File: config.mk
export PLATFORM = sky130hd
export DESIGN_NAME = rob_top
export DESIGN_NICKNAME = d
export VERILOG_FILES = /design/src/hdl/rob_pkg.sv /design/src/hdl/commit_stage.sv /design/src/hdl/dispatch_stage.sv /design/src/hdl/reorder_buffer.sv /design/src/hdl/rob_top.sv /design/src/hdl/wb_hold_stage.sv
export VERILOG_INCLUDE_DIRS = /design/src /design/src/include
export SDC_FILE = /design/constraint.sdc
export NUM_CORES = 1
export LEC_CHECK = 0
export BUFFER_PORTS_ARGS = -buffer_cell sky130_fd_sc_hd__clkbuf_2
export CORE_MARGIN = 5
export CORE_UTILIZATION = 35
export DETAILED_ROUTE_END_ITERATION = 6
export GPL_TIMING_DRIVEN = 1
export PLACE_DENSITY_LB_ADDON = 0.05
export SYNTH_ARGS = -nofsm -noshare
export SYNTH_HDL_FRONTEND = slang
export SYNTH_SLANG_ARGS = --single-unit
File: constraint.sdc
create_clock -name clk -period 8.88 [get_ports clk]
set_clock_uncertainty 0.15 [all_clocks]
set_input_delay 0.444 -clock clk [delete_from_list [all_inputs] [get_ports clk]]
set_output_delay 0.444 -clock clk [all_outputs]
set_load 0.01 [all_outputs]
File: src/include/rob_config.svh
/* rob sizing, datapath widths and restart vector; depth must be a power of two
   because buffer indices wrap by truncation */
`ifndef ROB_CONFIG_SVH
`define ROB_CONFIG_SVH

// buffer geometry
`define ROB_DEPTH       8
`define DISPATCH_WIDTH  2
`define COMMIT_WIDTH    2

// datapath widths
`define PC_W            32
`define AREG_W          5

// restart address when an excepting entry retires
`define EXC_VECTOR      32'h0000_0100

`endif

File: src/hdl/rob_pkg.sv
/* shared types of the retirement back end; writeback payloads are packed
   structs so that one generic hold stage can carry either of them */
`include "rob_config.svh"

package rob_pkg;

  // index into the buffer, plus one wrap bit for head and tail
  localparam int ROB_IDX_W = $clog2(`ROB_DEPTH);
  localparam int ROB_PTR_W = ROB_IDX_W + 1;

  typedef logic [ROB_IDX_W-1:0] rob_idx_t;
  typedef logic [ROB_PTR_W-1:0] rob_ptr_t;

  typedef enum logic [1:0] {
    INSTR_ALU    = 2'd0,
    INSTR_BRANCH = 2'd1,
    INSTR_LOAD   = 2'd2,
    INSTR_STORE  = 2'd3
  } instr_type_e;

  // one reorder buffer slot
  typedef struct packed {
    logic               complete;
    logic [`PC_W-1:0]   pc;
    instr_type_e        itype;
    logic [`AREG_W-1:0] dest;
    logic               br_redirect;
    logic [`PC_W-1:0]   br_target;
    logic               exc;
  } rob_entry_t;

  // alu result, carries the resolved branch
  typedef struct packed {
    rob_idx_t         rob_idx;
    logic             redirect;
    logic [`PC_W-1:0] target;
  } alu_wb_t;

  // memory result, stores must wait for the head
  typedef struct packed {
    rob_idx_t rob_idx;
    logic     store;
    logic     exc;
  } mem_wb_t;

endpackage

File: src/hdl/commit_stage.sv
/* registers the retiring entries; a retiring exception restarts at the exception
   vector, a redirect at its branch target, and flush pulses with that commit */
`timescale 1ns/1ps
`include "rob_config.svh"

module commit_stage
  import rob_pkg::*;
(
  input  logic                                  clk,
  input  logic                                  rst_n,
  input  logic [`COMMIT_WIDTH-1:0]              cmt_valid,
  input  rob_entry_t [`COMMIT_WIDTH-1:0]        cmt_entry,
  output logic [`COMMIT_WIDTH-1:0]              commit_valid,
  output logic [`COMMIT_WIDTH-1:0][`PC_W-1:0]   commit_pc,
  output logic [`COMMIT_WIDTH-1:0][`AREG_W-1:0] commit_dest,
  output logic                                  redirect,
  output logic [`PC_W-1:0]                      redirect_pc,
  output logic                                  flush
);

  logic             redirect_n;
  logic [`PC_W-1:0] target_n;

  // masking lets at most one retiring entry carry a redirect or exception
  always_comb begin
    redirect_n = 1'b0;
    target_n   = '0;
    for (int i = 0; i < `COMMIT_WIDTH; i++) begin
      if (cmt_valid[i] && (cmt_entry[i].exc || cmt_entry[i].br_redirect)) begin
        redirect_n = 1'b1;
        // exception wins over a branch target
        target_n   = cmt_entry[i].exc ? `EXC_VECTOR : cmt_entry[i].br_target;
      end
    end
  end

  always_ff @(posedge clk or negedge rst_n) begin
    if (!rst_n) begin
      commit_valid <= '0;
      redirect     <= 1'b0;
    end else begin
      commit_valid <= cmt_valid;
      redirect     <= redirect_n;
    end
  end

  always_ff @(posedge clk) begin
    for (int i = 0; i < `COMMIT_WIDTH; i++) begin
      commit_pc[i]   <= cmt_entry[i].pc;
      commit_dest[i] <= cmt_entry[i].dest;
    end
    if (redirect_n) begin
      redirect_pc <= target_n;
    end
  end

  // buffer and dispatch restart on the same pulse
  assign flush = redirect;

endmodule

File: src/hdl/dispatch_stage.sv
/* four-phase receiver; one req/ack handshake allocates one slot pair. valid slots must
   be packed from slot 0, and a pair pending during flush is acked but not allocated */
`timescale 1ns/1ps
`include "rob_config.svh"

module dispatch_stage
  import rob_pkg::*;
(
  input  logic                                    clk,
  input  logic                                    rst_n,
  input  logic                                    flush,
  // front end handshake
  input  logic                                    disp_req,
  input  logic [`DISPATCH_WIDTH-1:0]              disp_valid,
  input  logic [`DISPATCH_WIDTH-1:0][`PC_W-1:0]   disp_pc,
  input  instr_type_e [`DISPATCH_WIDTH-1:0]       disp_type,
  input  logic [`DISPATCH_WIDTH-1:0][`AREG_W-1:0] disp_dest,
  output logic                                    disp_ack,
  output rob_idx_t [`DISPATCH_WIDTH-1:0]          disp_rob_idx,
  // allocation request into the buffer
  output logic                                    alloc_fire,
  output logic [`DISPATCH_WIDTH-1:0]              alloc_valid,
  output logic [`DISPATCH_WIDTH-1:0][`PC_W-1:0]   alloc_pc,
  output instr_type_e [`DISPATCH_WIDTH-1:0]       alloc_type,
  output logic [`DISPATCH_WIDTH-1:0][`AREG_W-1:0] alloc_dest,
  input  logic                                    alloc_ready,
  input  rob_idx_t [`DISPATCH_WIDTH-1:0]          alloc_idx
);

  typedef enum logic [1:0] {
    S_IDLE,
    S_ALLOC,
    S_ACK,
    S_WAIT_LOW
  } disp_state_e;

  disp_state_e                    state_q;
  disp_state_e                    state_n;
  rob_idx_t [`DISPATCH_WIDTH-1:0] idx_q;

  // slot fields are held stable by the front end while req is high
  assign alloc_valid = disp_valid;
  assign alloc_pc    = disp_pc;
  assign alloc_type  = disp_type;
  assign alloc_dest  = disp_dest;

  // only while ack is still low, so each handshake allocates once
  assign alloc_fire = disp_req & alloc_ready & ~flush &
                      ((state_q == S_IDLE) | (state_q == S_ALLOC));

  assign disp_ack     = (state_q == S_ACK) | (state_q == S_WAIT_LOW);
  assign disp_rob_idx = idx_q;

  always_comb begin
    state_n = state_q;
    case (state_q)
      S_IDLE, S_ALLOC: begin
        if (!disp_req) begin
          state_n = S_IDLE;
        end else if (flush) begin
          // pair is younger than the redirect, drop it
          state_n = S_WAIT_LOW;
        end else if (alloc_ready) begin
          state_n = S_ACK;
        end else begin
          state_n = S_ALLOC;
        end
      end
      S_ACK:      state_n = disp_req ? S_WAIT_LOW : S_IDLE;
      S_WAIT_LOW: state_n = disp_req ? S_WAIT_LOW : S_IDLE;
      default:    state_n = S_IDLE;
    endcase
  end

  always_ff @(posedge clk or negedge rst_n) begin
    if (!rst_n) begin
      state_q <= S_IDLE;
    end else begin
      state_q <= state_n;
    end
  end

  // indices are returned for the whole ack phase
  always_ff @(posedge clk) begin
    if (alloc_fire) begin
      idx_q <= alloc_idx;
    end
  end

endmodule

File: src/hdl/reorder_buffer.sv
/* 8-entry circular reorder buffer with two-wide masked commit; a store result is
   accepted only at the head, and flush clears the pointers, not the entries */
`timescale 1ns/1ps
`include "rob_config.svh"

module reorder_buffer
  import rob_pkg::*;
(
  input  logic                                    clk,
  input  logic                                    rst_n,
  input  logic                                    flush,
  // allocation
  input  logic                                    alloc_fire,
  input  logic [`DISPATCH_WIDTH-1:0]              alloc_valid,
  input  logic [`DISPATCH_WIDTH-1:0][`PC_W-1:0]   alloc_pc,
  input  instr_type_e [`DISPATCH_WIDTH-1:0]       alloc_type,
  input  logic [`DISPATCH_WIDTH-1:0][`AREG_W-1:0] alloc_dest,
  output logic                                    alloc_ready,
  output rob_idx_t [`DISPATCH_WIDTH-1:0]          alloc_idx,
  // writeback
  input  logic                                    alu_valid,
  input  alu_wb_t                                 alu_data,
  output logic                                    alu_accept,
  input  logic                                    mem_valid,
  input  mem_wb_t                                 mem_data,
  output logic                                    mem_accept,
  // commit
  output logic [`COMMIT_WIDTH-1:0]                cmt_valid,
  output rob_entry_t [`COMMIT_WIDTH-1:0]          cmt_entry
);

  rob_entry_t                   rob_q [`ROB_DEPTH];
  rob_ptr_t                     head_q;
  rob_ptr_t                     tail_q;
  rob_ptr_t                     count_q;
  rob_ptr_t                     alloc_cnt;
  rob_ptr_t                     cmt_cnt;
  logic                         alloc_we;
  logic                         pair_ok;
  rob_idx_t [`COMMIT_WIDTH-1:0] cmt_idx;

  // ========================================================================
  // allocation
  // ========================================================================
  assign alloc_ready = count_q <= rob_ptr_t'(`ROB_DEPTH - `DISPATCH_WIDTH);
  assign alloc_we    = alloc_fire & alloc_ready & ~flush;

  // valid slots take consecutive indices from the tail
  always_comb begin
    alloc_cnt = '0;
    for (int i = 0; i < `DISPATCH_WIDTH; i++) begin
      alloc_idx[i] = tail_q[ROB_IDX_W-1:0] + alloc_cnt[ROB_IDX_W-1:0];
      alloc_cnt    = alloc_cnt + rob_ptr_t'(alloc_valid[i]);
    end
  end

  // ========================================================================
  // writeback acceptance
  // ========================================================================
  assign alu_accept = 1'b1;
  // loads complete freely, a store waits until it is the oldest entry
  assign mem_accept = ~mem_data.store | (mem_data.rob_idx == cmt_idx[0]);

  // ========================================================================
  // commit selection
  // ========================================================================
  always_comb begin
    for (int i = 0; i < `COMMIT_WIDTH; i++) begin
      cmt_idx[i]   = head_q[ROB_IDX_W-1:0] + rob_idx_t'(i);
      cmt_entry[i] = rob_q[cmt_idx[i]];
    end
  end

  always_comb begin
    // no second retire behind a branch, a redirect or an exception
    pair_ok = ~cmt_entry[0].br_redirect & ~cmt_entry[1].br_redirect &
              ~cmt_entry[0].exc & ~cmt_entry[1].exc &
              (cmt_entry[0].itype != INSTR_BRANCH);
    // nothing retires in the flush cycle, those entries are younger
    cmt_valid[0] = (count_q != '0) & cmt_entry[0].complete & ~flush;
    cmt_valid[1] = cmt_valid[0] & (count_q > rob_ptr_t'(1)) &
                   cmt_entry[1].complete & pair_ok;
  end

  always_comb begin
    cmt_cnt = '0;
    for (int i = 0; i < `COMMIT_WIDTH; i++) begin
      cmt_cnt = cmt_cnt + rob_ptr_t'(cmt_valid[i]);
    end
  end

  // ========================================================================
  // pointers and entries
  // ========================================================================
  always_ff @(posedge clk or negedge rst_n) begin
    if (!rst_n) begin
      head_q  <= '0;
      tail_q  <= '0;
      count_q <= '0;
    end else if (flush) begin
      head_q  <= '0;
      tail_q  <= '0;
      count_q <= '0;
    end else begin
      head_q  <= head_q + cmt_cnt;
      tail_q  <= alloc_we ? tail_q + alloc_cnt : tail_q;
      count_q <= count_q + (alloc_we ? alloc_cnt : rob_ptr_t'(0)) - cmt_cnt;
    end
  end

  always_ff @(posedge clk) begin
    for (int i = 0; i < `DISPATCH_WIDTH; i++) begin
      if (alloc_we && alloc_valid[i]) begin
        rob_q[alloc_idx[i]] <= '{complete:    1'b0,
                                 pc:          alloc_pc[i],
                                 itype:       alloc_type[i],
                                 dest:        alloc_dest[i],
                                 br_redirect: 1'b0,
                                 br_target:   '0,
                                 exc:         1'b0};
      end
    end
    if (alu_valid && alu_accept) begin
      rob_q[alu_data.rob_idx].complete    <= 1'b1;
      rob_q[alu_data.rob_idx].br_redirect <= alu_data.redirect;
      rob_q[alu_data.rob_idx].br_target   <= alu_data.target;
    end
    if (mem_valid && mem_accept) begin
      rob_q[mem_data.rob_idx].complete <= 1'b1;
      rob_q[mem_data.rob_idx].exc      <= mem_data.exc;
    end
  end

endmodule

File: src/hdl/rob_top.sv
/* retirement back end top; dispatch uses a four-phase req/ack handshake and the
   two result ports use valid/ready, with store results held until oldest */
`timescale 1ns/1ps
`include "rob_config.svh"

module rob_top
  import rob_pkg::*;
(
  input  logic                                    clk,
  input  logic                                    rst_n,
  // dispatch
  input  logic                                    disp_req,
  input  logic [`DISPATCH_WIDTH-1:0]              disp_valid,
  input  logic [`DISPATCH_WIDTH-1:0][`PC_W-1:0]   disp_pc,
  input  instr_type_e [`DISPATCH_WIDTH-1:0]       disp_type,
  input  logic [`DISPATCH_WIDTH-1:0][`AREG_W-1:0] disp_dest,
  output logic                                    disp_ack,
  output rob_idx_t [`DISPATCH_WIDTH-1:0]          disp_rob_idx,
  // alu result
  input  logic                                    alu_wb_valid,
  input  rob_idx_t                                alu_wb_idx,
  input  logic                                    alu_wb_redirect,
  input  logic [`PC_W-1:0]                        alu_wb_target,
  output logic                                    alu_wb_ready,
  // memory result
  input  logic                                    mem_wb_valid,
  input  rob_idx_t                                mem_wb_idx,
  input  logic                                    mem_wb_store,
  input  logic                                    mem_wb_exc,
  output logic                                    mem_wb_ready,
  // commit
  output logic [`COMMIT_WIDTH-1:0]                commit_valid,
  output logic [`COMMIT_WIDTH-1:0][`PC_W-1:0]     commit_pc,
  output logic [`COMMIT_WIDTH-1:0][`AREG_W-1:0]   commit_dest,
  output logic                                    redirect,
  output logic [`PC_W-1:0]                        redirect_pc,
  output logic                                    flush
);

  logic                                    alloc_fire;
  logic [`DISPATCH_WIDTH-1:0]              alloc_valid;
  logic [`DISPATCH_WIDTH-1:0][`PC_W-1:0]   alloc_pc;
  instr_type_e [`DISPATCH_WIDTH-1:0]       alloc_type;
  logic [`DISPATCH_WIDTH-1:0][`AREG_W-1:0] alloc_dest;
  logic                                    alloc_ready;
  rob_idx_t [`DISPATCH_WIDTH-1:0]          alloc_idx;
  alu_wb_t                                 alu_in;
  alu_wb_t                                 alu_held;
  logic                                    alu_held_valid;
  logic                                    alu_accept;
  mem_wb_t                                 mem_in;
  mem_wb_t                                 mem_held;
  logic                                    mem_held_valid;
  logic                                    mem_accept;
  logic [`COMMIT_WIDTH-1:0]                cmt_valid;
  rob_entry_t [`COMMIT_WIDTH-1:0]          cmt_entry;

  assign alu_in = '{rob_idx: alu_wb_idx, redirect: alu_wb_redirect, target: alu_wb_target};
  assign mem_in = '{rob_idx: mem_wb_idx, store: mem_wb_store, exc: mem_wb_exc};

  dispatch_stage dispatch_stage_inst (
    .clk, .rst_n, .flush,
    .disp_req, .disp_valid, .disp_pc, .disp_type, .disp_dest,
    .disp_ack, .disp_rob_idx,
    .alloc_fire, .alloc_valid, .alloc_pc, .alloc_type, .alloc_dest,
    .alloc_ready, .alloc_idx
  );

  wb_hold_stage #(.payload_t(alu_wb_t)) alu_hold_inst (
    .clk, .rst_n, .flush,
    .in_valid  (alu_wb_valid),
    .in_data   (alu_in),
    .in_ready  (alu_wb_ready),
    .out_valid (alu_held_valid),
    .out_data  (alu_held),
    .accept    (alu_accept)
  );

  wb_hold_stage #(.payload_t(mem_wb_t)) mem_hold_inst (
    .clk, .rst_n, .flush,
    .in_valid  (mem_wb_valid),
    .in_data   (mem_in),
    .in_ready  (mem_wb_ready),
    .out_valid (mem_held_valid),
    .out_data  (mem_held),
    .accept    (mem_accept)
  );

  reorder_buffer reorder_buffer_inst (
    .clk, .rst_n, .flush,
    .alloc_fire, .alloc_valid, .alloc_pc, .alloc_type, .alloc_dest,
    .alloc_ready, .alloc_idx,
    .alu_valid  (alu_held_valid),
    .alu_data   (alu_held),
    .alu_accept (alu_accept),
    .mem_valid  (mem_held_valid),
    .mem_data   (mem_held),
    .mem_accept (mem_accept),
    .cmt_valid, .cmt_entry
  );

  commit_stage commit_stage_inst (
    .clk, .rst_n,
    .cmt_valid, .cmt_entry,
    .commit_valid, .commit_pc, .commit_dest,
    .redirect, .redirect_pc, .flush
  );

endmodule

File: src/hdl/wb_hold_stage.sv
/* one-entry holding register for a result payload; upstream ready is
   slot empty, so a new item enters only the cycle after the old one leaves */
`timescale 1ns/1ps

module wb_hold_stage #(
  parameter type payload_t = logic
) (
  input  logic     clk,
  input  logic     rst_n,
  input  logic     flush,
  // upstream result port
  input  logic     in_valid,
  input  payload_t in_data,
  output logic     in_ready,
  // offer to the buffer
  output logic     out_valid,
  output payload_t out_data,
  input  logic     accept
);

  logic     full_q;
  payload_t data_q;

  assign in_ready  = ~full_q;
  assign out_valid = full_q;
  assign out_data  = data_q;

  always_ff @(posedge clk or negedge rst_n) begin
    if (!rst_n) begin
      full_q <= 1'b0;
    end else if (flush) begin
      // results of flushed entries are stale
      full_q <= 1'b0;
    end else if (in_valid && in_ready) begin
      full_q <= 1'b1;
    end else if (full_q && accept) begin
      full_q <= 1'b0;
    end
  end

  always_ff @(posedge clk) begin
    if (in_valid && in_ready) begin
      data_q <= in_data;
    end
  end

endmodule

==> run metrics <==
number of global-route vias before repair=between 20000 and 25000; GRT Max-Usage Layer=met2; most frequent cells in the layout=edfxtp_1 (663), a22o_1 (312), and2_1 (264); Synth area leaders=edfxtp_1 (57%), mux4_2 (14%), a22o_1 (7.8%); Final setup viols=0; met1 usage=0.267; post-synth top area cell=edfxtp_1; kind of critical path=flop to flop; Top cell by count, worst path=ha_1; CORE AREA=approximately 100000 um2; CTS clock-pin slew for the worst setup and hold paths=60 ps; Worst Hold Class=input pin to flop; CTS tree=done; final core occ=0.409; final hold vios=0; Die Y-Extent=327 um; GRT overflow=0; area delta synth->final=16.3%; Synthesized Nets=around 2400; TritonCTS Buffers=90; antenna violations before repair=4; asr flop ratio synth=0.0210; number of flops mapped to enable cells by yosys=about 660; Initial Utilization=0.351; ANT nets after route=0; Via Count=about 21000; drc violations=0; H-tree depth=3; #FFs+latches synth=~760; Reg2Reg Setup Slack=between 3000 and 4000 ps; element type at the critical path start=flop; Post-Syn Area=roughly 35000 um2; WP buf/inv=2; register area share after synthesis=0.625; RSZ-0062 raised after global routing=no; Crit. End Element=flop; Detailed Route WL=about 110 mm; P_leak=13.8 nW; Critical Path RT=between 9000 and 10000 ps; largest net degree at the start of global routing=140; Ys Warns=0; Die Span X=327 um; Final HPWL DP=65.2 mm; post-synth top area share=0.567; synth unique cells=50; slowest CP cell=dfrtp_4; WL/cell=approximately 29 um; IO Port Bufs=244; FMAX=about 0.20 GHz; wire length of the first global-routing pass=164 mm; worst-path cell chain=buf_4 -> mux2_2 -> a211oi_2 -> o31ai_1 -> nor4_1 -> ha_1 -> fa_1 -> inv_1 -> ha_1 -> a21o_1 -> a21oi_1 -> xnor2_1 -> nor2_1; top_reg_cell synth=edfxtp_1; peak supply drop=between 0.3 and 0.4 mV; post_cts resized=0; Rows=roughly 120; most common cell after layout, fill and taps aside=edfxtp_1; met3 Resource Use GR=0.0399; PD cells=between 200 and 300 nW/um2; layout cells sized above 1=0.286; Worst EP arrival=between 5000 and 6000 ps; root buf cell=clkbuf_16; GP Congestion=0.757; slew margin rel.=0.235; clk sinks=approximately 760; status=finished, final reports clean; GRT Total Usage=0.210; Clock Tree Buf Depth=3; met2 GRT Util=0.371; max incr delay on CP=1080 ps; DR pass1 iterations=5; Final Critical Period=5030 ps; syn avg cell area=between 15 and 20 um2; Vias/cell=5.55; die area=between 100000 and 150000 um2; Setup TNS=0 ps; total of max-cap violations=0; Cells after Synth=2285; worst-margin pin slew=between 1000 and 1500 ps; Crit path max-delay family=flip-flops; Final Max Slew Viols=0; number of DRC markers in iteration 0=1620; fill count=around 9300; I/O pins=roughly 250; crit share post-route=0.567; CP max FO=51; clk_lat worst skew=660 ps; Final nets=about 2600
-- kinds of logic (layout without fill, tap and decap cells) --
group                      after synthesis  after routing  synth area share
muxes                                  261            261             0.154
adders and majority gates               17             17           0.00692
xor gates and xnor gates                 9              9           0.00225
AOI/OAI and AO/OA                      405            405            0.0937
other                                    0              5                 0
DFF                                    761            761             0.625
buffers and inverters                  271            536            0.0327
and+or+nand+nor                        561            561            0.0847
-- power by group --
group          internal (mW)  switching, mW
registers               4.47          0.358
clock network           2.04           1.48
logic                   1.51           2.03
total                   8.02           3.87
-- per-stage QoR --
stage / instance area, um2 / hold WS [ps] / power (mW) / cells / worst slack (ps)
after global routing: 40800 / 21.3 / 12.5 / 3849 / 3490
after CTS: 40800 / 1.05 / 12.1 / 3848 / 3750
final: 40800 / 56.9 / 11.9 / 3853 / 3850
after floorplan: 35100 / -1.59 / 7.14 / 2285 / 5210
after detailed placement: 37600 / 315 / 8.54 / 3636 / 3800
after global placement: 37600 / 307 / 8.53 / 3636 / 3750
-- cell usage after synthesis, types with 5 or more instances --
cell type	number
edfxtp_1	663
nand3_1	9
mux4_2	220
inv_1	20
dfxtp_1	82
nor2b_1	11
nor3_1	11
o31ai_1	6
buf_2	56
buf_4	8
and2_1	270
nor2_1	35
nand2b_1	13
o21ai_0	26
a21oi_1	44
a22o_1	312
nand2_1	189
xor2_1	5
dfrtp_1	16
mux2_2	38
ha_1	13
nor4_1	6
clkbuf_1	89
buf_1	92
-- final cells by class --
class                      instances  area [um2]  share of cell area
sequential                       761       22000               0.538
multi-input combinational       1253       12200               0.300
clock buffer                     137        2560              0.0629
timing repair buffer             350        2150              0.0527
tap                             1298        1620              0.0398
clock inverter                    27         181             0.00445
inverter                          22        85.1             0.00209
antenna                            5        12.5            0.000307
-- worst register-to-register path, cell delays in order, from the launching register on --
cell and delay, ps:
dfrtp_4 1080, buf_4 780, mux2_2 480, a211oi_2 270
o31ai_1 160, nor4_1 390, ha_1 280, fa_1 420
inv_1 100, ha_1 240, a21o_1 160, a21oi_1 180
xnor2_1 140, nor2_1 60
-- final timing paths --
path | from | end | depth (start not counted)
hold reg to reg | reorder_buffer_inst.rob_q[2][73]$_DFF_P_ | reorder_buffer_inst.rob_q[2][73]$_DFF_P_ | 2
setup reg to reg | reorder_buffer_inst.head_q[1]$_DFF_PN0_ | reorder_buffer_inst.count_q[3]$_DFF_PN0_ | 13
setup / recovery | reorder_buffer_inst.head_q[1]$_DFF_PN0_ | reorder_buffer_inst.count_q[3]$_DFF_PN0_ | 13
min in group asynchronous | rst_n | mem_hold_inst.out_valid$_DFFE_PN0P_ | 2
max in group asynchronous | rst_n | reorder_buffer_inst.head_q[0]$_DFF_PN0_ | 2
hold / removal | disp_pc[3] | reorder_buffer_inst.rob_q[0][44]$_DFFE_PP_ | 2
-- state kept, by name, summed over array words and instances, names as in the netlist, 2 cells and up --
register / flops
alu_hold_inst.out_data: 36
commit_stage_inst.commit_valid: 2
mem_hold_inst.out_data: 5
commit_stage_inst.commit_pc: 64
reorder_buffer_inst.count_q: 4
dispatch_stage_inst.disp_rob_idx: 6
reorder_buffer_inst.rob_q: 592
commit_stage_inst.redirect_pc: 32
reorder_buffer_inst.tail_q: 3
commit_stage_inst.commit_dest: 10
reorder_buffer_inst.head_q: 3
-- per-layer routing --
layer,vias up,part of all wire
met5,-,0
met4,0,0.024
met3,168,0.057
met2,726,0.51
met1,11200,0.41
li1,9272,-
-- timing repair --
action,in CTS,in global routing
hold buffers,48,0
buffers inserted,0,0
hold endpoints to repair,65,0
endpoints found under the setup margin,0,0
No activity file was read; power rests on OpenSTA's default activity.
